[src/cache_geom_pkg.sv]
package cache_geom_pkg;

    localparam int addr_w      = 32;
    localparam int word_w      = 32;
    localparam int block_words = 2;
    localparam int num_sets    = 16;
    localparam int byte_off_w  = 2;
    localparam int word_off_w  = $clog2(block_words);
    localparam int index_w     = $clog2(num_sets);
    localparam int index_lsb   = byte_off_w + word_off_w;
    localparam int tag_w       = addr_w - index_w - index_lsb;
    localparam int blk_addr_w  = tag_w + index_w;

    typedef logic [word_w-1:0] word_t;

    // Word 0 sits in the low half of a block
    typedef logic [block_words-1:0][word_w-1:0] block_t;

    typedef struct packed {
        logic [addr_w-1:0] addr;
        word_t             wdata;
        logic              ren;
        logic              wen;
    } proc_req_t;

    typedef struct packed {
        word_t rdata;
        logic  busy;
    } proc_rsp_t;

    typedef struct packed {
        logic [addr_w-1:0] addr;
        word_t             wdata;
        logic              ren;
        logic              wen;
    } mem_req_t;

endpackage

[src/coherence_pkg.sv]
package coherence_pkg;

    typedef enum logic [1:0] {
        I,
        S,
        E,
        M
    } mesi_t;

    typedef enum logic [2:0] {
        BUS_NONE,
        BUS_RD,
        BUS_RDX,
        BUS_UPGR,
        BUS_WB
    } bus_op_t;

    ////////////////////////////////////////////////////////////
    // Cache to controller
    ////////////////////////////////////////////////////////////

    typedef struct packed {
        bus_op_t                               op;
        logic [cache_geom_pkg::blk_addr_w-1:0] blk_addr;
        cache_geom_pkg::block_t                wb_data;
    } bus_req_t;

    typedef struct packed {
        logic                   done;
        logic                   shared;
        cache_geom_pkg::block_t fill;
    } bus_rsp_t;

    ////////////////////////////////////////////////////////////
    // Snoop broadcast and reply
    ////////////////////////////////////////////////////////////

    typedef struct packed {
        logic                                  valid;
        bus_op_t                               op;
        logic [cache_geom_pkg::blk_addr_w-1:0] blk_addr;
    } snoop_t;

    typedef struct packed {
        logic                   hit;
        logic                   dirty;
        cache_geom_pkg::block_t data;
    } snoop_rsp_t;

    typedef struct packed {
        logic [31:0] invalidated_blocks;
        logic [31:0] shared_blocks;
        logic [31:0] to_s_transitions;
        logic [31:0] to_e_transitions;
    } coh_stats_t;

endpackage

[src/bus_ctrl.sv]
module bus_ctrl (
    input  logic                      CLK,
    input  logic                      reset,
    input  coherence_pkg::bus_req_t   bus_req0,
    input  coherence_pkg::bus_req_t   bus_req1,
    output coherence_pkg::bus_rsp_t   bus_rsp0,
    output coherence_pkg::bus_rsp_t   bus_rsp1,
    output coherence_pkg::snoop_t     snoop0,
    output coherence_pkg::snoop_t     snoop1,
    input  coherence_pkg::snoop_rsp_t snoop_rsp0,
    input  coherence_pkg::snoop_rsp_t snoop_rsp1,
    output cache_geom_pkg::mem_req_t  memory_req,
    input  cache_geom_pkg::word_t     memory_rdata,
    input  logic                      memory_busy
);

    typedef enum logic [2:0] {
        ARB,
        SNOOP,
        WB_WORD,
        RD_WORD,
        DONE
    } bus_state_t;

    bus_state_t                            state;
    logic                                  gnt, last_gnt, shared;
    logic                                  req0, req1, pick, need_read;
    logic [cache_geom_pkg::word_off_w-1:0] word_cnt;
    coherence_pkg::bus_req_t               cur;
    coherence_pkg::snoop_rsp_t             other_rsp;
    cache_geom_pkg::block_t                wb_blk, fill_blk;

    always_comb begin
        req0      = bus_req0.op != coherence_pkg::BUS_NONE;
        req1      = bus_req1.op != coherence_pkg::BUS_NONE;
        // Round robin: when both ask, the one not served last wins
        pick      = (req0 && req1) ? !last_gnt : req1;
        need_read = cur.op == coherence_pkg::BUS_RD || cur.op == coherence_pkg::BUS_RDX;
        other_rsp = gnt ? snoop_rsp0 : snoop_rsp1;

        snoop0 = '{valid: state == SNOOP && gnt, op: cur.op, blk_addr: cur.blk_addr};
        snoop1 = '{valid: state == SNOOP && !gnt, op: cur.op, blk_addr: cur.blk_addr};

        bus_rsp0 = '{done: state == DONE && !gnt, shared: shared, fill: fill_blk};
        bus_rsp1 = '{done: state == DONE && gnt, shared: shared, fill: fill_blk};

        memory_req.addr  = {cur.blk_addr, word_cnt, {cache_geom_pkg::byte_off_w{1'b0}}};
        memory_req.wdata = wb_blk[word_cnt];
        memory_req.ren   = state == RD_WORD;
        memory_req.wen   = state == WB_WORD;
    end

    always_ff @(posedge CLK) begin
        if (reset) begin
            state    <= ARB;
            last_gnt <= 1'b0;
            word_cnt <= '0;
        end else begin
            case (state)
                ARB: begin
                    if (req0 || req1) begin
                        gnt      <= pick;
                        last_gnt <= pick;
                        cur      <= pick ? bus_req1 : bus_req0;
                        state    <= SNOOP;
                    end
                end
                SNOOP: begin
                    shared   <= other_rsp.hit;
                    word_cnt <= '0;
                    if (cur.op == coherence_pkg::BUS_WB) begin
                        wb_blk <= cur.wb_data;
                        state  <= WB_WORD;
                    end else if (other_rsp.dirty) begin
                        // Memory must be current before the requester reads it
                        wb_blk <= other_rsp.data;
                        state  <= WB_WORD;
                    end else begin
                        state <= need_read ? RD_WORD : DONE;
                    end
                end
                WB_WORD: begin
                    if (!memory_busy) begin
                        word_cnt <= word_cnt + 1'b1;
                        if (word_cnt == '1)
                            state <= need_read ? RD_WORD : DONE;
                    end
                end
                RD_WORD: begin
                    if (!memory_busy) begin
                        fill_blk[word_cnt] <= memory_rdata;
                        word_cnt           <= word_cnt + 1'b1;
                        if (word_cnt == '1)
                            state <= DONE;
                    end
                end
                default: state <= ARB;
            endcase
        end
    end

endmodule

[config.mk]
export PLATFORM = sky130hd
export DESIGN_NAME = bus_ctrl
export DESIGN_NICKNAME = d
export VERILOG_FILES = /design/src/cache_geom_pkg.sv /design/src/coherence_pkg.sv /design/src/bus_ctrl.sv
export SDC_FILE = /design/constraint.sdc
export NUM_CORES = 1
export LEC_CHECK = 0
export BUFFER_PORTS_ARGS = -buffer_cell sky130_fd_sc_hd__clkbuf_2
export CAP_MARGIN = 10
export CORE_AREA = 2 2 241 243
export DETAILED_ROUTE_END_ITERATION = 16
export DIE_AREA = 0 0 243 245
export PLACE_DENSITY = 0.42
export REMOVE_ABC_BUFFERS = 1
export SETUP_SLACK_MARGIN = 0.02
export SYNTH_ARGS = -nofsm -noshare
export SYNTH_HDL_FRONTEND = slang
export SYNTH_SLANG_ARGS = --single-unit
[constraint.sdc]
create_clock -name CLK -period 15 [get_ports CLK]
set_clock_uncertainty 0.1 [all_clocks]
set_input_delay 3.75 -clock CLK [delete_from_list [all_inputs] [get_ports CLK]]
set_output_delay 3.75 -clock CLK [all_outputs]
set_load 0.02 [all_outputs]
# [Word level (Yosys, flattened, before mapping)]
# Index checks and enable logic that the tools add are counted.
[op_classes] mux=21 n_eq_ne=13 reduce_logical=23 magnitude_cmp=2 bitwise=2 n_addsub=1
[ops] cell="$mux 64" n=2
[ops] cell="$mux 32" n=3
[ops] cell="$mux 96" n=1
[ops] cell="$mux 66" n=1
[ops] cell="$bwmux 64" n=1
[ops] cell="$demux 32 s1" n=1
[ops] cell="$mux 3" n=8
[ops] cell="$pmux 3 s4" n=1
[ops] cell="$eq 3x2->1 const B" n=3
[ops] cell="$reduce_and 3->1" n=3
[ops] cell="$ne 2x2->1 const B" n=4
[ops] cell="$eq 3x1->1 const B" n=2
[ops] cell="$eq 3x3->1 const B" n=2
[ops] cell="$logic_and 1x1->1" n=6
[ops] cell="$reduce_and 2->1" n=3
[ops] cell="$reduce_bool 3->1" n=2
[ops] cell="$reduce_and 5->1" n=1
[ops] cell="$ne 2x1->1 const B" n=2
[ops] cell="$reduce_bool 2->1" n=2
[ops] cell="$logic_not 3->1" n=1
[ops] cell="$logic_not 1->1" n=2
[ops] cell="$logic_or 1x1->1" n=2
[ops] cell="$lt 1x2->1 const B" n=1
[ops] cell="$mux 1" n=2
[ops] cell="5 further kinds" n=6
[word_totals] regBits=231 output_inout_bits=264 in_bits=359 word_cells=75

# [Logic depth before layout (Yosys ltp)]
# Gate-level depths: netlist of run 1.
[logic_depth] word_depth=6 ltp_mapped=6 mapped_depth_nobuf=5

# [Worst setup path before layout of run 1]
# OpenSTA, ideal clock, no wires.
[synth_timing] path_kind="in2reg" from="input port reset" to="register wb_blk[0] in the netlist's numbering, enable pin" setup_slack_ns=7.578 setup_time_ns=0.486 required_time_ns=14.414 n_path_buf=0 cell_stages=2 t_arrival_ns=6.836 path_cell_list="or3_1 -> nor2_1"
[synth_between] elab_chain_cells=2
[synth_rtl] element="start, declared" line="bus_ctrl.sv:3" rtl="input logic reset,"
[synth_rtl] element="$not 1->1 (no line)"
[synth_rtl] element="$reduce_and 3->1 (no line)"
[synth_rtl] element="end signal, assigned" line="bus_ctrl.sv:72" rtl="wb_blk <= cur.wb_data;"
[synth_rtl] element="end signal, assigned" line="bus_ctrl.sv:76" rtl="wb_blk <= other_rsp.data;"
[synth_rtl] element="end, declared" line="bus_ctrl.sv:31" rtl="cache_geom_pkg::block_t wb_blk, fill_blk;"
# No other way between the ends.
# A chain may end at the register's enable or synchronous reset.

# [Worst setup path in the final report of run 1]
[layout_timing] from="input port bus_req1[93] in the netlist's numbering" to="register cur[15] in the netlist's numbering, data pin"
[layout_between] elab_chain_cells=4
[layout_rtl] element="start, declared" line="bus_ctrl.sv:5" rtl="input coherence_pkg::bus_req_t bus_req1,"
[layout_rtl] element="$reduce_bool 3->1 *" line="bus_ctrl.sv:35" rtl="req1 = bus_req1.op != coherence_pkg::BUS_NONE;"
[layout_rtl] element="$logic_and 1x1->1" line="bus_ctrl.sv:37" rtl="pick = (req0 && req1) ? !last_gnt : req1;"
[layout_rtl] element="$mux 1 *" line="bus_ctrl.sv:37"
[layout_rtl] element="$mux 96 *" line="bus_ctrl.sv:64" rtl="cur <= pick ? bus_req1 : bus_req0;"
[layout_rtl] element="end signal, assigned" line="bus_ctrl.sv:64"
[layout_rtl] element="end, declared" line="bus_ctrl.sv:29" rtl="coherence_pkg::bus_req_t cur;"
# Every way passes the cells marked *; elsewhere a longest branch is shown, timed or not.

==> results.cfg, run 1 <==
[run_status]
status = finished, final reports clean

[placed_design]
pre_cts_ws_ps = 8370
place_congestion = 0.825
dpl.hpwl_mm = 29.5
placed_cells = 2004
io_buffers = 620

[setup_path]
endpoint_kind = flop
worstPathArrival_ps = 6260
crit_family = buffers and inverters
cp-startpoint = bus_req1[93]
critPathLaunchType = input pin
r2r_slack_ps = 12120
critPathBufInv = 2
cp.required_ps = 15210
path_max_fanout = 57
crit_chain = clkbuf_2, nor3_1, a21o_4, buf_4, mux2_2
r2r_start = snoop0[31]$_DFFE_PP_
reg2reg_depth = 4
slowest_stage = buf_4
reg2reg_to = wb_blk[33]$_DFFE_PP_
slowest_delay_ps = 790
path_class = in2reg

[final_layout]
seqCellArea_sq_um = 6890
final_common_cell = clkbuf_2
drive_above_1_share = 0.628
final_cell_count_no_fill = 2057
fill_cells = 6026
areaGrowthSynthToFinish_pct = 32.7
layout_common_cells = clkbuf_2, edfxtp_1, mux2_2, o21ai_0, nand2_1
nNetsFinal = 1628
multi_input_area_sq_um = 3130
utilization = 0.266

[sta]
fin_crit_sh = 0.403
slew_viol_final = 0
rsz0062_at_grt = no
finalHoldViolCount = 0
period_minus_slack_ps = 6050
slew-limit-headroom = 0.365
tightest_slew_ps = 952
finalSetupViolCount = 0
fmax_mhz = 165
final.setup.worst_slack_ps = 8950
setup-tns-final_ps = 0

[flow_run]
drv_cap = 0

[yosys]
synthesis.area_sq_um = 11400
synth_edf_count = 226
synth_cell_types = 36
syn_area_per_cell_sq_um = 14.1
synth_cells = 810
async_flop_share = 0
ys.flop_type = edfxtp_1
synth-seq-area-share = 0.603
yosys_warnings = 0
ys_ff_latch = 231

[floorplanning]
die_y_microns = 245
die_area_sq_um = 59500
fp.dieW_microns = 243
num_io_pins = 623
coreArea_sq_um = 57000
rows = 88
start_util = 0.200

[power]
swShare = 0.327
p_sw_uw = 786
power_frac_seq = 0.395
leakage_nw = 6.53
p_per_area_nw_per_um2 = 159
ir_drop_uv = 79.5
comb_power_share = 0.304
power.total_mw = 2.41
intPower_mw = 1.62
p_clk_frac = 0.301

[cts]
htree_levels = 1
cts-resized-gates = 0
cts_setup_buffers = 0
clk_latency_ps = 560
ctsHoldBuffers = 0
clkTransAtPathRegs_ps = 60
cts_buffer_depth = 3
cts-buffers-inserted = 28
cts-root-buf = clkbuf_16
cts_tree = built
clock-sinks = 231

[grt]
antenna_found_initial = 3
grt_max_degree = 69
grt_usage = 0.120
grt_pass1_vias = 7900
grt_remaining_overflow = 0
grt_first_pass_wirelength_mm = 51.6

[detailed_routing]
drt_iter0_markers = 272
first_pass_iters = 6
drt_wl_total_mm = 37.5
drc = 0
vias = 7873
viasPerCell = 3.83
post_drt_wl_per_cell_microns = 18.2
detail-route-antenna-nets = 0

[hold_path]
hold_start = cur[49]$_DFFE_PP_
hold_path_class = reg2reg
holdPathEnd = wb_blk[49]$_DFFE_PP_
holdPathStages = 2
==> power groups by stage <==
stage          clock network (mW)  logic (mW)  registers [mW]
2_1_floorplan                   0       0.377            1.07
3_3_place_gp                    0       0.746           0.968
3_5_place_dp                    0       0.752           0.965
4_1_cts                     0.753       0.754           0.955
5_1_grt                     0.777       0.792           0.964
6_report                    0.724       0.730           0.951
==> tightest hold or removal path, cell delays in order (launching register included) <==
cell,delay (ps)
edfxtp_1,320
nand2_1,40
o21ai_0,50
==> cell type report <==
class | instances | share of cell area
Clock buffer | 37 | 0.0512
Clock inverter | 15 | 0.0139
Sequential cell | 231 | 0.454
Tap cell | 765 | 0.0631
Antenna cell | 1 | 0.000165
Multi-Input combinational cell | 374 | 0.206
Inverter | 4 | 0.00116
Timing Repair Buffer | 630 | 0.210
==> registers in the layout, summed over array words and instances, names as in the netlist, 3 cells and up <==
name,count
cur,64
snoop0,3
state,3
bus_rsp0,64
wb_blk,64
memory_req,29
==> cells by family after synthesis <==
kind of cell | share of synthesized area
other | 0.000328
AOI/OAI and AO/OA | 0.0364
DFF | 0.603
xor gates and xnor gates | 0.000767
buffers and inverters | 0.126
muxes | 0.195
and+or+nand+nor | 0.0387
==> layer usage <==
layer  vias up  share of wire  track usage
li1       3706              -            -
met1      3679           0.34        0.116
met2       426           0.55        0.238
met3        62          0.073       0.0318
met4         0          0.039       0.0455
met5         -              0            0
==> Yosys cell counts (2+ instances only) <==
| library cell | n | share of area |
|---|---|---|
| a21oi_1 | 4 | 0.0018 |
| buf_1 | 8 | 0.0026 |
| buf_2 | 10 | 0.0044 |
| buf_4 | 162 | 0.11 |
| buf_6 | 6 | 0.0059 |
| clkbuf_1 | 16 | 0.0053 |
| dfxtp_1 | 5 | 0.0088 |
| edfxtp_1 | 226 | 0.59 |
| inv_1 | 4 | 0.0013 |
| mux2_2 | 89 | 0.088 |
| mux2_4 | 39 | 0.051 |
| mux2i_1 | 64 | 0.056 |
| nand2_1 | 66 | 0.022 |
| nand2b_1 | 2 | 0.0011 |
| nand3_1 | 3 | 0.0013 |
| nor2_1 | 8 | 0.0026 |
| nor2b_1 | 3 | 0.0016 |
| nor3_1 | 5 | 0.0022 |
| nor3b_1 | 4 | 0.0026 |
| o211ai_1 | 2 | 0.0013 |
| o21ai_0 | 68 | 0.030 |
| or3_1 | 2 | 0.0011 |
==> how the worst max path moves through the flow <==
stage                                to  depth (start not counted)
floorplan           wb_blk[0]$_DFFE_PP_                          3
global placement      cur[32]$_DFFE_PP_                          5
detailed placement    cur[15]$_DFFE_PP_                          5
CTS                   cur[15]$_DFFE_PP_                          5
global route          cur[35]$_DFFE_PP_                          5
finish                cur[15]$_DFFE_PP_                          5
==> per-stage QoR <==
| stage | hold slack [ps] | cell area [sq um] |
|---|---|---|
| 2_1_floorplan | 375 | 10000 |
| 3_3_place_gp | 405 | 14200 |
| 3_5_place_dp | 407 | 14200 |
| 4_1_cts | 425 | 15200 |
| 5_1_grt | 454 | 15200 |
| 6_report | 422 | 15200 |
No activity file was read; power rests on OpenSTA's default activity.
==> run 2: changes to the inputs <==
--- a/config.mk
+++ b/config.mk
@@ -10,7 +10,7 @@
 export CORE_AREA = 2 2 241 243
 export DETAILED_ROUTE_END_ITERATION = 16
 export DIE_AREA = 0 0 243 245
-export PLACE_DENSITY = 0.42
+export PLACE_DENSITY = 0.44
 export REMOVE_ABC_BUFFERS = 1
 export SETUP_SLACK_MARGIN = 0.02
 export SYNTH_ARGS = -nofsm -noshare
==> constraint.sdc (replaced) <==
create_clock -name CLK -period 5.3 [get_ports CLK]
set_clock_uncertainty 0.1 [all_clocks]
set_input_delay 1.325 -clock CLK [delete_from_list [all_inputs] [get_ports CLK]]
set_output_delay 1.325 -clock CLK [all_outputs]
set_load 0.02 [all_outputs]
==> results.cfg, run 2 (synthesized netlist as in run 1, its figures left out) <==
[cts]
clkTransAtPathRegs_ps = 60
cts_setup_buffers = 0
cts-buffers-inserted = 28
ctsHoldBuffers = 0
cts_buffer_depth = 3
clock-sinks = 231
htree_levels = 1
cts-root-buf = clkbuf_16
cts-resized-gates = 0
clk_latency_ps = 540
cts_tree = built

[placed_design]
dpl.hpwl_mm = 29.5
place_congestion = 0.846
placed_cells = 2008
io_buffers = 620
dpl-instance-area_sq_um = 14200

[sta]
rsz0062_at_grt = no
slew_viol_final = 0
period_minus_slack_ps = 3780
finalHoldViolCount = 0
setup-tns-final_ps = 0
fmax_mhz = 265
finalSetupViolCount = 0
slew-limit-headroom = 0.331
fin_crit_sh = 0.713
tightest_slew_ps = 1000

[power]
p_sw_mw = 2.20
swShare = 0.328
intPower_mw = 4.52
power_frac_seq = 0.403
leakage_nw = 6.53
p_clk_frac = 0.293
p_per_area_nw_per_um2 = 443
ir_drop_uv = 245
comb_power_share = 0.304

[floorplanning]
coreArea_sq_um = 57000
fp.dieW_microns = 243
rows = 88
die_y_microns = 245
die_area_sq_um = 59500
start_util = 0.200
num_io_pins = 623

[grt]
grt_pass1_vias = 7853
grt_remaining_overflow = 0
antenna_found_initial = 4
grt_max_degree = 76
grt_usage = 0.118
grt_first_pass_wirelength_mm = 51.3

[final_layout]
areaGrowthSynthToFinish_pct = 32.6
drive_above_1_share = 0.630
utilization = 0.266
nNetsFinal = 1632
final_area_sq_um = 15100
final_cell_count_no_fill = 2059
final_common_cell = clkbuf_2
layout_common_cells = clkbuf_2, edfxtp_1, mux2_2, o21ai_0, nand2_1

[setup_path]
slowest_delay_ps = 990
slowest_stage = dfxtp_2
critPathBufInv = 2
crit_chain = buf_4, mux2_2, clkbuf_2
cp.required_ps = 3880
path_max_fanout = 35
critPathLaunchType = flop
worstPathArrival_ps = 2350
endpoint_kind = output port
crit_family = flip-flops
reg2reg_depth = 4
path_class = reg2out
cp.depth = 3

[detailed_routing]
viasPerCell = 3.83
post_drt_wl_per_cell_microns = 18.0
first_pass_iters = 4
drt_iter0_markers = 231
vias = 7888
drc = 0
detail-route-antenna-nets = 0
drt_wl_total_mm = 37.1

[flow_run]
drv_cap = 0

[run_status]
status = finished, final reports clean

[hold_path]
hold_path_class = reg2reg
holdPathStages = 2
-- run 2: worst register-to-register path: stages, from the launching register on --
cell      delay, ps
edfxtp_1        560
nor3b_2         320
buf_4           490
buf_4           660
o21ai_0         320
-- run 2: worst paths after layout --
check	startpoint	endpoint	slack, ps
max	word_cnt$_SDFFE_PP0P_	memory_req[12]	1520
min	cur[60]$_DFFE_PP_	wb_blk[60]$_DFFE_PP_	420
max reg2reg	snoop0[30]$_DFFE_PP_	wb_blk[59]$_DFFE_PP_	2550
min reg2reg	cur[60]$_DFFE_PP_	wb_blk[60]$_DFFE_PP_	420
-- run 2: power groups by stage --
stage / Clock (mW) / Combinational [mW] / Sequential [mW]
after floorplan: 0 / 1.07 / 3.03
after global routing: 2.11 / 2.22 / 2.75
after global placement: 0 / 2.10 / 2.75
after CTS: 2.05 / 2.12 / 2.72
final: 1.97 / 2.05 / 2.71
after detailed placement: 0 / 2.11 / 2.75
-- run 2: area by class of cell --
cell class              count  area, sq um
well taps                 765          957
flip-flops and latches    231         6890
diodes                      1         2.50
fillers                  6025        41900
inverters                   4         17.5
clock inverters            17          194
repair buffers            634         3220
multi-input cells         374         3130
clock buffers              33          741
-- run 2: through the flow --
step                hold WS, ps  power (mW)  setup slack [ps]
floorplan                   375        4.10             -5390
global placement            406        4.85              1690
detailed placement          408        4.86              1670
CTS                         421        6.89              1330
global route                446        7.08              1300
finish                      425        6.72              1520
-- run 2: metal layers --
metal  wire (microns)  global-route usage  share of wire
met2            20800               0.241           0.56
met4             1130              0.0336          0.030
met5               13                   0        0.00035
met3             2670              0.0317          0.072
met1            12500               0.114           0.34
