`config.mk`:
```
export PLATFORM = sky130hd
export DESIGN_NAME = l1_cache
export DESIGN_NICKNAME = d
export VERILOG_FILES = /design/src/cache_geom_pkg.sv /design/src/coherence_pkg.sv /design/src/l1_cache.sv
export SDC_FILE = /design/constraint.sdc
export NUM_CORES = 2
export LEC_CHECK = 0
export ABC_CLOCK_PERIOD_IN_PS = 28100
export BUFFER_PORTS_ARGS = -buffer_cell sky130_fd_sc_hd__buf_2
export CELL_PAD_IN_SITES_DETAIL_PLACEMENT = 1
export CELL_PAD_IN_SITES_GLOBAL_PLACEMENT = 2
export CORE_UTILIZATION = 51
export DETAILED_ROUTE_END_ITERATION = 7
export PLACE_DENSITY_LB_ADDON = 0.1
export SLEW_MARGIN = 20
export SYNTH_ARGS = -nofsm -noshare
export SYNTH_HDL_FRONTEND = slang
export SYNTH_SLANG_ARGS = --single-unit
```
`constraint.sdc`:
```
create_clock -name CLK -period 28.1 [get_ports CLK]
set_input_delay 2.81 -clock CLK [delete_from_list [all_inputs] [get_ports CLK]]
set_output_delay 2.81 -clock CLK [all_outputs]
set_load 0.005 [all_outputs]
```
`src/cache_geom_pkg.sv`:
```
package cache_geom_pkg;

    localparam int addr_w      = 32;
    localparam int word_w      = 32;
    localparam int block_words = 2;
    localparam int num_sets    = 16;
    localparam int byte_off_w  = 2;
    localparam int word_off_w  = $clog2(block_words);
    localparam int index_w     = $clog2(num_sets);
    localparam int index_lsb   = byte_off_w + word_off_w;
    localparam int tag_w       = addr_w - index_w - index_lsb;
    localparam int blk_addr_w  = tag_w + index_w;

    typedef logic [word_w-1:0] word_t;

    // Word 0 sits in the low half of a block
    typedef logic [block_words-1:0][word_w-1:0] block_t;

    typedef struct packed {
        logic [addr_w-1:0] addr;
        word_t             wdata;
        logic              ren;
        logic              wen;
    } proc_req_t;

    typedef struct packed {
        word_t rdata;
        logic  busy;
    } proc_rsp_t;

    typedef struct packed {
        logic [addr_w-1:0] addr;
        word_t             wdata;
        logic              ren;
        logic              wen;
    } mem_req_t;

endpackage

```
`src/coherence_pkg.sv`:
```
package coherence_pkg;

    typedef enum logic [1:0] {
        I,
        S,
        E,
        M
    } mesi_t;

    typedef enum logic [2:0] {
        BUS_NONE,
        BUS_RD,
        BUS_RDX,
        BUS_UPGR,
        BUS_WB
    } bus_op_t;

    ////////////////////////////////////////////////////////////
    // Cache to controller
    ////////////////////////////////////////////////////////////

    typedef struct packed {
        bus_op_t                               op;
        logic [cache_geom_pkg::blk_addr_w-1:0] blk_addr;
        cache_geom_pkg::block_t                wb_data;
    } bus_req_t;

    typedef struct packed {
        logic                   done;
        logic                   shared;
        cache_geom_pkg::block_t fill;
    } bus_rsp_t;

    ////////////////////////////////////////////////////////////
    // Snoop broadcast and reply
    ////////////////////////////////////////////////////////////

    typedef struct packed {
        logic                                  valid;
        bus_op_t                               op;
        logic [cache_geom_pkg::blk_addr_w-1:0] blk_addr;
    } snoop_t;

    typedef struct packed {
        logic                   hit;
        logic                   dirty;
        cache_geom_pkg::block_t data;
    } snoop_rsp_t;

    typedef struct packed {
        logic [31:0] invalidated_blocks;
        logic [31:0] shared_blocks;
        logic [31:0] to_s_transitions;
        logic [31:0] to_e_transitions;
    } coh_stats_t;

endpackage

```
`src/l1_cache.sv`:
```
module l1_cache (
    input  logic                      CLK,
    input  logic                      reset,
    input  cache_geom_pkg::proc_req_t proc_req,
    output cache_geom_pkg::proc_rsp_t proc_rsp,
    output coherence_pkg::bus_req_t   bus_req,
    input  coherence_pkg::bus_rsp_t   bus_rsp,
    input  coherence_pkg::snoop_t     snoop,
    output coherence_pkg::snoop_rsp_t snoop_rsp,
    input  logic                      flush,
    output logic                      flush_done,
    output coherence_pkg::coh_stats_t stats
);

    typedef enum logic [2:0] {
        IDLE,
        MISS,
        UPGRADE,
        FLUSH_WALK,
        FLUSH_WB
    } ctrl_state_t;

    ctrl_state_t ctrl;

    logic [cache_geom_pkg::tag_w-1:0] tags [cache_geom_pkg::num_sets];
    cache_geom_pkg::block_t           data [cache_geom_pkg::num_sets];
    coherence_pkg::mesi_t             state [cache_geom_pkg::num_sets];

    logic [cache_geom_pkg::index_w-1:0]    flush_idx;
    logic                                  flush_hold;
    logic [cache_geom_pkg::tag_w-1:0]      p_tag;
    logic [cache_geom_pkg::index_w-1:0]    p_idx;
    logic [cache_geom_pkg::word_off_w-1:0] p_word;
    logic [cache_geom_pkg::tag_w-1:0]      s_tag;
    logic [cache_geom_pkg::index_w-1:0]    s_idx;
    logic                                  p_req, p_hit, p_ok, p_conflict;
    logic                                  flush_start, walk_stall;
    logic                                  snoop_hit, snoop_to_s, snoop_to_i;
    logic                                  own_done, fill, fill_s, upgr_done;
    logic [1:0]                            shared_inc, shared_dec;
    coherence_pkg::bus_op_t                miss_op;

    always_comb begin
        p_tag  = proc_req.addr[cache_geom_pkg::addr_w-1 -: cache_geom_pkg::tag_w];
        p_idx  = proc_req.addr[cache_geom_pkg::index_lsb +: cache_geom_pkg::index_w];
        p_word = proc_req.addr[cache_geom_pkg::byte_off_w +: cache_geom_pkg::word_off_w];
        s_tag  = snoop.blk_addr[cache_geom_pkg::blk_addr_w-1 -: cache_geom_pkg::tag_w];
        s_idx  = snoop.blk_addr[cache_geom_pkg::index_w-1:0];

        // A snoop on the same set holds the processor off for one cycle
        p_req      = proc_req.ren || proc_req.wen;
        p_hit      = state[p_idx] != coherence_pkg::I && tags[p_idx] == p_tag;
        p_conflict = snoop.valid && s_idx == p_idx;
        p_ok       = p_hit && !p_conflict &&
                     (!proc_req.wen || state[p_idx] inside {coherence_pkg::E, coherence_pkg::M});

        proc_rsp.rdata = data[p_idx][p_word];
        proc_rsp.busy  = p_req && !(ctrl == IDLE && p_ok);

        snoop_hit       = snoop.valid && state[s_idx] != coherence_pkg::I && tags[s_idx] == s_tag;
        snoop_rsp.hit   = snoop_hit;
        snoop_rsp.dirty = snoop_hit && state[s_idx] == coherence_pkg::M;
        snoop_rsp.data  = data[s_idx];
        snoop_to_s      = snoop_hit && snoop.op == coherence_pkg::BUS_RD &&
                          state[s_idx] inside {coherence_pkg::E, coherence_pkg::M};
        snoop_to_i      = snoop_hit && (snoop.op == coherence_pkg::BUS_RDX ||
                                        snoop.op == coherence_pkg::BUS_UPGR);

        // Dirty victim goes out first, then the line is fetched or upgraded
        if (state[p_idx] == coherence_pkg::M && tags[p_idx] != p_tag)
            miss_op = coherence_pkg::BUS_WB;
        else if (p_hit && proc_req.wen && state[p_idx] == coherence_pkg::S)
            miss_op = coherence_pkg::BUS_UPGR;
        else
            miss_op = proc_req.wen ? coherence_pkg::BUS_RDX : coherence_pkg::BUS_RD;

        bus_req.op       = coherence_pkg::BUS_NONE;
        bus_req.blk_addr = {p_tag, p_idx};
        bus_req.wb_data  = data[p_idx];
        if (ctrl == MISS || ctrl == UPGRADE) begin
            bus_req.op = miss_op;
            if (miss_op == coherence_pkg::BUS_WB)
                bus_req.blk_addr = {tags[p_idx], p_idx};
        end else if (ctrl == FLUSH_WB) begin
            bus_req.op = state[flush_idx] == coherence_pkg::M ? coherence_pkg::BUS_WB
                                                              : coherence_pkg::BUS_NONE;
            bus_req.blk_addr = {tags[flush_idx], flush_idx};
            bus_req.wb_data  = data[flush_idx];
        end

        flush_start = ctrl == IDLE && flush && !flush_hold;
        walk_stall  = snoop.valid && s_idx == flush_idx;
        own_done    = (ctrl == MISS || ctrl == UPGRADE) && bus_rsp.done;
        fill        = own_done && (miss_op == coherence_pkg::BUS_RD ||
                                   miss_op == coherence_pkg::BUS_RDX);
        fill_s      = fill && miss_op == coherence_pkg::BUS_RD && bus_rsp.shared;
        upgr_done   = own_done && miss_op == coherence_pkg::BUS_UPGR;

        shared_inc = 2'(snoop_to_s) + 2'(fill_s);
        shared_dec = 2'(snoop_to_i && state[s_idx] == coherence_pkg::S)
                   + 2'(fill && state[p_idx] == coherence_pkg::S) + 2'(upgr_done)
                   + 2'(ctrl == FLUSH_WALK && !walk_stall && state[flush_idx] == coherence_pkg::S);
    end

    always_ff @(posedge CLK) begin
        if (reset) begin
            ctrl       <= IDLE;
            flush_idx  <= '0;
            flush_hold <= 1'b0;
            flush_done <= 1'b0;
            stats      <= '0;
            for (int i = 0; i < cache_geom_pkg::num_sets; i++)
                state[i] <= coherence_pkg::I;
        end else begin
            flush_done <= 1'b0;
            if (!flush)
                flush_hold <= 1'b0;

            stats.invalidated_blocks <= stats.invalidated_blocks + 32'(snoop_to_i);
            stats.shared_blocks <= stats.shared_blocks + 32'(shared_inc) - 32'(shared_dec);
            stats.to_s_transitions <= stats.to_s_transitions + 32'(snoop_to_s) + 32'(fill_s);
            stats.to_e_transitions <= stats.to_e_transitions + 32'(fill && !fill_s);

            if (snoop_to_s)
                state[s_idx] <= coherence_pkg::S;
            else if (snoop_to_i)
                state[s_idx] <= coherence_pkg::I;

            case (ctrl)
                IDLE: begin
                    if (flush_start) begin
                        ctrl      <= FLUSH_WALK;
                        flush_idx <= '0;
                    end else if (p_req && !p_ok && !p_conflict) begin
                        ctrl <= (p_hit && proc_req.wen) ? UPGRADE : MISS;
                    end
                    if (p_ok && proc_req.wen) begin
                        data[p_idx][p_word] <= proc_req.wdata;
                        state[p_idx]        <= coherence_pkg::M;
                    end
                end
                MISS, UPGRADE: begin
                    if (bus_rsp.done) begin
                        ctrl <= IDLE;
                        case (miss_op)
                            coherence_pkg::BUS_WB: begin
                                state[p_idx] <= coherence_pkg::I;
                                ctrl         <= MISS;
                            end
                            coherence_pkg::BUS_UPGR: state[p_idx] <= coherence_pkg::M;
                            default: begin
                                tags[p_idx]  <= p_tag;
                                data[p_idx]  <= bus_rsp.fill;
                                state[p_idx] <= fill_s ? coherence_pkg::S : coherence_pkg::E;
                            end
                        endcase
                    end else if (ctrl == UPGRADE && miss_op != coherence_pkg::BUS_UPGR) begin
                        // Lost the shared copy to another writer while waiting
                        ctrl <= MISS;
                    end
                end
                FLUSH_WALK: begin
                    if (!walk_stall) begin
                        if (state[flush_idx] == coherence_pkg::M) begin
                            ctrl <= FLUSH_WB;
                        end else begin
                            state[flush_idx] <= coherence_pkg::I;
                            flush_idx        <= flush_idx + 1'b1;
                            if (flush_idx == '1) begin
                                ctrl       <= IDLE;
                                flush_done <= 1'b1;
                                flush_hold <= 1'b1;
                            end
                        end
                    end
                end
                FLUSH_WB: begin
                    if (bus_rsp.done) begin
                        state[flush_idx] <= coherence_pkg::I;
                        ctrl             <= FLUSH_WALK;
                    end else if (state[flush_idx] != coherence_pkg::M) begin
                        ctrl <= FLUSH_WALK;
                    end
                end
                default: ctrl <= IDLE;
            endcase
        end
    end

endmodule

```
Word-level counts from Yosys, hierarchy flattened
Memories as Yosys holds them, arrays and structs flattened. A register that Yosys moved wholly into a read port is not among the register bits.
Cells that the tools add are included.
{"block": "word_totals", "regBits": 137, "mem_bits_rw": 1456, "out_inout_bits": 324, "mem_count": 3}
{"name": "data", "depth": 16, "word_bits": 64, "rd": 3, "rd_clocked_by_memory_dff": 1, "write_ports": 1, "line_no": "l1_cache.sv:26", "rtl": "cache_geom_pkg::block_t data [cache_geom_pkg::num_sets];"}
{"name": "tags", "depth": 16, "word_bits": 25, "rd": 3, "rd_clocked_by_memory_dff": 1, "write_ports": 1, "line_no": "l1_cache.sv:25", "rtl": "logic [cache_geom_pkg::tag_w-1:0] tags [cache_geom_pkg::num_sets];"}
{"name": "state", "depth": 16, "word_bits": 2, "rd": 3, "rd_clocked_by_memory_dff": 1, "write_ports": 16, "line_no": "l1_cache.sv:27", "rtl": "coherence_pkg::mesi_t state [cache_geom_pkg::num_sets];"}
{"block": "classes", "addsub": 11, "n_lt_le_gt_ge": 2, "eq_ne": 34, "muxes": 157, "bitwise_logic": 70, "reduce_logical": 59}
{"cell": "$add 32x1->32", "n": 4}
{"cell": "$mux 32", "n": 4}
{"cell": "$mux 64", "n": 2}
{"cell": "$mux 1", "n": 111}
{"cell": "$mux 96", "n": 1}
{"cell": "$or 1x1->1", "n": 69}
{"cell": "$eq 25x25->1", "n": 2}
{"cell": "$mux 4", "n": 12}
{"cell": "$logic_and 1x1->1", "n": 33}
{"cell": "$mux 3", "n": 11}
{"cell": "$add 32x2->32", "n": 1}
{"cell": "$demux 32 s1", "n": 1}
{"cell": "$sub 32x2->32", "n": 1}
{"cell": "$mux 29", "n": 1}
{"cell": "$ne 25x25->1", "n": 1}
{"cell": "$mux 2", "n": 12}
{"cell": "$eq 3x2->1 const B", "n": 6}
{"cell": "$pmux 3 s4", "n": 1}
{"cell": "$eq 2x2->1 const B", "n": 5}
{"cell": "$reduce_bool 2->1", "n": 5}
{"cell": "$reduce_or 2->1", "n": 5}
{"cell": "$eq 3x1->1 const B", "n": 3}
{"cell": "$ne 3x2->1 const B", "n": 3}
{"cell": "$eq 4x4->1", "n": 2}
{"cell": "19 further kinds", "n": 37}

Logic depth before layout (Yosys ltp)
An unclocked memory read counts as a cell.
{"block": "logic_depth", "word_depth": 19, "ltp_mapped": 31, "depth_no_buf": 25}

Worst setup path after synthesis
OpenSTA, ideal clock, no wires.
{"block": "synth_timing", "path_kind": "input to register", "startpoint": "input proc_req[38] (netlist name)", "endpoint": "memory data[7][32] (netlist name) (enable)", "setup_ns": 0.595, "arrival_time_ns": 10.682, "required_ns": 27.505, "slack_ns": 16.823, "cell_stages": 13, "n_path_buf": 4, "cell_sequence": "buf_4 buf_2 buf_4 buf_2 mux4_2 a22oi_1 nand2_1 xor2_1 nor4_1 nand3_1 nor2_4 nand4_2 a2111oi_0"}
{"block": "synth_via", "elab_chain_len": 15}
{"element": "start, declared", "line_no": "l1_cache.sv:4", "rtl": "input cache_geom_pkg::proc_req_t proc_req,"}
{"element": "$mem_v2 16x25 / $mem_v2 16x2 (equally long branches)"}
{"element": "$eq 25x25->1 / $reduce_bool 2->1 (equally long branches)", "line_no": "l1_cache.sv:52", "rtl": "p_hit = state[p_idx] != coherence_pkg::I && tags[p_idx] == p_tag;"}
{"element": "$logic_and 1x1->1", "line_no": "l1_cache.sv:52"}
{"element": "$logic_and 1x1->1 (2 in a row)", "line_no": "l1_cache.sv:72", "rtl": "else if (p_hit && proc_req.wen && state[p_idx] == coherence_pkg::S)"}
{"element": "$mux 2", "line_no": "l1_cache.sv:72"}
{"element": "$mux 3", "line_no": "l1_cache.sv:70", "rtl": "if (state[p_idx] == coherence_pkg::M && tags[p_idx] != p_tag)"}
{"element": "$eq 3x3->1 / $eq 3x2->1 (equally long branches)", "line_no": "l1_cache.sv:145", "rtl": "case (miss_op)"}
{"element": "$reduce_or 2->1 (no line)"}
{"element": "$mux 1", "line_no": "l1_cache.sv:145"}
{"element": "$mux 1", "line_no": "l1_cache.sv:143", "rtl": "if (bus_rsp.done) begin"}
{"element": "$mux 1", "line_no": "l1_cache.sv:129", "rtl": "case (ctrl)"}
{"element": "$mux 1", "line_no": "l1_cache.sv:106", "rtl": "if (reset) begin"}
{"element": "$mux 1 (implied by the code)", "line_no": "l1_cache.sv:153", "rtl": "data[p_idx] <= bus_rsp.fill;"}
{"element": "$or 1x1->1 (no line)"}
{"element": "end, declared", "line_no": "l1_cache.sv:26"}
Parallel ways exist; a longest one is shown, timed or not.

Final worst setup path
{"block": "layout_timing", "startpoint": "input proc_req[38] (netlist name)", "endpoint": "register stats[94] (netlist name)"}
{"block": "layout_via", "elab_chain_len": 15}
{"element": "$mem_v2 16x25 / $mem_v2 16x2 (equally long branches)"}
{"element": "$eq 25x25->1 / $reduce_bool 2->1 (equally long branches)", "line_no": "l1_cache.sv:52"}
{"element": "$logic_and 1x1->1", "line_no": "l1_cache.sv:52"}
{"element": "$logic_and 1x1->1 (2 in a row)", "line_no": "l1_cache.sv:72"}
{"element": "$mux 2", "line_no": "l1_cache.sv:72"}
{"element": "$mux 3", "line_no": "l1_cache.sv:70"}
{"element": "$eq 3x1->1 / $eq 3x2->1 (equally long branches)", "line_no": "l1_cache.sv:94, l1_cache.sv:96, l1_cache.sv:95"}
{"element": "$logic_or 1x1->1", "line_no": "l1_cache.sv:94", "rtl": "fill = own_done && (miss_op == coherence_pkg::BUS_RD ||"}
{"element": "$logic_and 1x1->1", "line_no": "l1_cache.sv:94"}
{"element": "$logic_and 1x1->1, on equally long branches", "line_no": "l1_cache.sv:96, l1_cache.sv:101"}
{"element": "$logic_and 1x1->1 / $add 1x1->2 (equally long branches)", "line_no": "l1_cache.sv:96, l1_cache.sv:101"}
{"element": "$add 1x1->2 / $add 2x1->2 (equally long branches)", "line_no": "l1_cache.sv:99, l1_cache.sv:101"}
{"element": "$add 32x2->32 / $add 2x1->2 (equally long branches)", "line_no": "l1_cache.sv:120, l1_cache.sv:102"}
{"element": "$sub 32x2->32 *", "line_no": "l1_cache.sv:120", "rtl": "stats.shared_blocks <= stats.shared_blocks + 32'(shared_inc) - 32'(shared_dec);"}
{"element": "end, declared", "line_no": "l1_cache.sv:12", "rtl": "output coherence_pkg::coh_stats_t stats"}
Mark *: on every way between the ends. The rest lies on a longest branch, timed or not.
A chain may end at the register's enable or synchronous reset.

==> out/qor.yml <==
logic_synthesis:
  synth_nets: 5134
  synth_async_sr_flop_share_pct: 0
  synth_compound_area_share_pct: 2.736
  synth_edf_count: 1456
  synth_ff_type: "edfxtp_1"
  syn_area_um2: 88180
  netlist_instances: 4923
  ys_ff_latch: 1597
  synth-seq-area-share_pct: 52.79
  netlist-cell-type-count: 84
  muxShareOfSynthArea_pct: 35.81
  avgSynthCellArea_um2: 17.91
  synthXorXnorAreaFrac_pct: 1.559
  ys_warn_count: 0
  synthSimpleGateAreaFrac_pct: 4.338
  synthAdderAreaFrac_pct: 0.6442
  synth_top_family_by_area: "multiplexers"
worst_hold_path:
  hp-start: "stats[127]"
  hold_depth: 2
  min_to: "stats[127]"
  hold_path.class: "reg -> reg"
clock_network:
  insertion_delay_ps: 850
  post-cts-setup-buffers: 0
  cts_tree: "done"
  cts-root-buf: "clkbuf_16"
  ctsHoldBuffers: 0
  cts_inserted_buffers: 178
  clock-sinks: 1597
  post_cts_resized: 0
  htree_num_levels: 4
  clk_pin_slew_worst_paths_ps: 60
  clockBufferDepth: 3
global_routing:
  grt_pass1_wl_mm: 429.7
  grt_overflow: 0
  track_usage_pct: 35.04
  antenna_found_initial: 36
  grt_max_degree: 147
  first_global_vias: 57071
worst_setup_path:
  critPathLaunchType: "input pin"
  crit_required_ps: 28830
  cp-end-kind: "flop"
  cpMostUsedCell: "buf_4"
  ff2ff_setup_slack_ps: 19210
  critPathTopFamily: "buffers and inverters"
  arrival_ps: 13850
  cp_max_fo: 81
  ff2ff_path_depth: 23
  crit_slowest_cell: "buf_4"
  worstSetupPathType: "in -> reg"
  reg2reg_to: "stats[94]"
  max_stage_delay_ps: 970
  timing.rr.start: "tags[11][7]"
  path_buf_inv: 6
placement:
  dp_hpwl_mm: 181.0
  io_buffers: 489
  dp_slack_ps: 14320
  gp_congestion: 0.8523
  numPlacedInstances: 7444
layout:
  synthToLayoutAreaGrowth_pct: 12.30
  utilization_pct: 57.66
  nNetsFinal: 5525
  final_common_cell: "edfxtp_1"
  drive_gt1_share_pct: 43.07
  final_cell_mix: "edfxtp_1, mux4_2, buf_2"
  instances_no_fill: 7790
drt:
  drtIter0Drc: 6961
  wl_per_cell_um: 38.91
  detail_route.vias_per_cell: 7.146
  num_vias: 55668
  wirelength_mm: 303.1
  drt-pass1-iter-count: 5
  ant_nets: 0
  drc_errors: 0
sta:
  rsz0062_at_grt: "false"
  slew_headroom_pct: 21.88
  timing_worst_slew_pin_value_ps: 1172
  finClkSkew_ps: 26.50
  finalCriticalPeriod_ps: 13120
  fin_crit_sh_pct: 46.71
  worst_slack_ps: 14980
  setup-tns-final_ps: 0
  setup_violations: 0
  hold_violations: 0
  clock.fmax_mhz: 76.19
  slew_violations: 0
pwr:
  clockPowerShare_pct: 37.6
  p_int_mw: 4.509
  pwr-share-comb_pct: 18.9
  p_leak_nw: 31.94
  switching_share_pct: 27.18
  vdd_drop_max_uv: 66.60
  totalPowerFinal_mw: 6.192
  powerDensity_nw_per_um2: 62.53
  seq_power_share_pct: 43.5
  p_switching_mw: 1.683
die:
  die_h_um: 417.8
  io_pins: 492
  rows: 152
  initial_core_util_pct: 51.34
  die_area_um2: 174600
  die_w_um: 417.8
  coreArea_um2: 171700
run_status:
  status: "complete, no violations"
job:
  cap_violations: 0
worst register-to-register path, cell delays in order, from the launching register on:
cell and delay [ps]:
edfxtp_1 410, mux4_2 480, mux2i_1 290, xor2_1 420, o211ai_1 140, or3_1 450
a2111oi_2 940, nand4_1 550, or2_2 460, fa_1 480, inv_1 40, ha_1 280
ha_1 300, fa_1 450, fa_1 460, nor2b_1 210, o2111ai_1 190, nand3_1 190
nand4_1 170, a311oi_1 670, o41ai_1 220, o311a_1 420, a31oi_1 200, mux2_2 350
state kept, by name (all words and copies together) (netlist names), named ones only:
name	flops
data	1024
flush_done	1
flush_idx	4
stats	128
tags	400
state	32
flush_hold	1
ctrl	3
synth_stat cells (53+ instances only):
cell type / count / area [µm²]
nand3_1: 62 / 310.3
mux2i_1: 90 / 900.9
a21oi_1: 89 / 445.4
mux4_2: 1307 / 29440
inv_1: 53 / 198.9
buf_1: 86 / 322.8
o21ai_0: 65 / 325.3
xnor2_1: 68 / 595.6
nor2_1: 210 / 788.3
xor2_1: 89 / 779.5
clkbuf_1: 251 / 942.2
edfxtp_1: 1456 / 43720
dfxtp_1: 141 / 2823
mux2_2: 89 / 1002
nand2_1: 304 / 1141
metal layers:
layer / GRT usage, % / share of wire (%) / wire length [µm]
met1: 45.33 / 36 / 108300
met2: 56.35 / 49 / 148400
met3: 6.555 / 9.0 / 27420
met4: 19.33 / 6.2 / 18850
met5: 0 / 0.040 / 122
power groups by stage:
stage | logic (mW) | registers (mW) | clock network [mW]
4_1_cts | 1.17 | 2.70 | 2.36
2_1_floorplan | 0.808 | 2.73 | 0
5_1_grt | 1.25 | 2.70 | 2.44
3_3_place_gp | 1.15 | 2.74 | 0
6_report | 1.17 | 2.69 | 2.33
3_5_place_dp | 1.16 | 2.75 | 0
kinds of logic after synthesis:
group / Yosys count
flops: 1597
mux: 1507
simple gates: 818
buf+inv: 452
compound gates: 349
xor+xnor: 157
fa+ha+maj: 43
metrics by stage:
step	hold WS, ps	cell area, µm²
floorplan	474.3	88180
global placement	480.2	93240
detailed placement	487.4	93240
CTS	495.2	98970
global route	525.9	99000
finish	490.3	99020
worst max path at each step:
stage	endpoint	from	slack, ps	cells after the start
2_1_floorplan	data[7][32]	proc_req[38]	16820	13
3_3_place_gp	stats[94]	proc_req[38]	14350	28
3_5_place_dp	stats[94]	proc_req[38]	14320	29
4_1_cts	stats[94]	proc_req[38]	15190	28
5_1_grt	stats[94]	proc_req[38]	14660	28
6_report	stats[94]	proc_req[38]	14980	29
cell type report:
| type | count | area, µm² |
|---|---|---|
| multi-input combinational | 2874 | 40100 |
| sequential | 1597 | 46560 |
| antenna | 17 | 42.54 |
| timing repair buffer | 608 | 3487 |
| clock buffer | 221 | 4626 |
| tap | 2310 | 2890 |
| clock inverter | 108 | 1104 |
| fill | 15187 | 72710 |
| inverter | 55 | 214.0 |
Power figures use the tool's default switching activity.
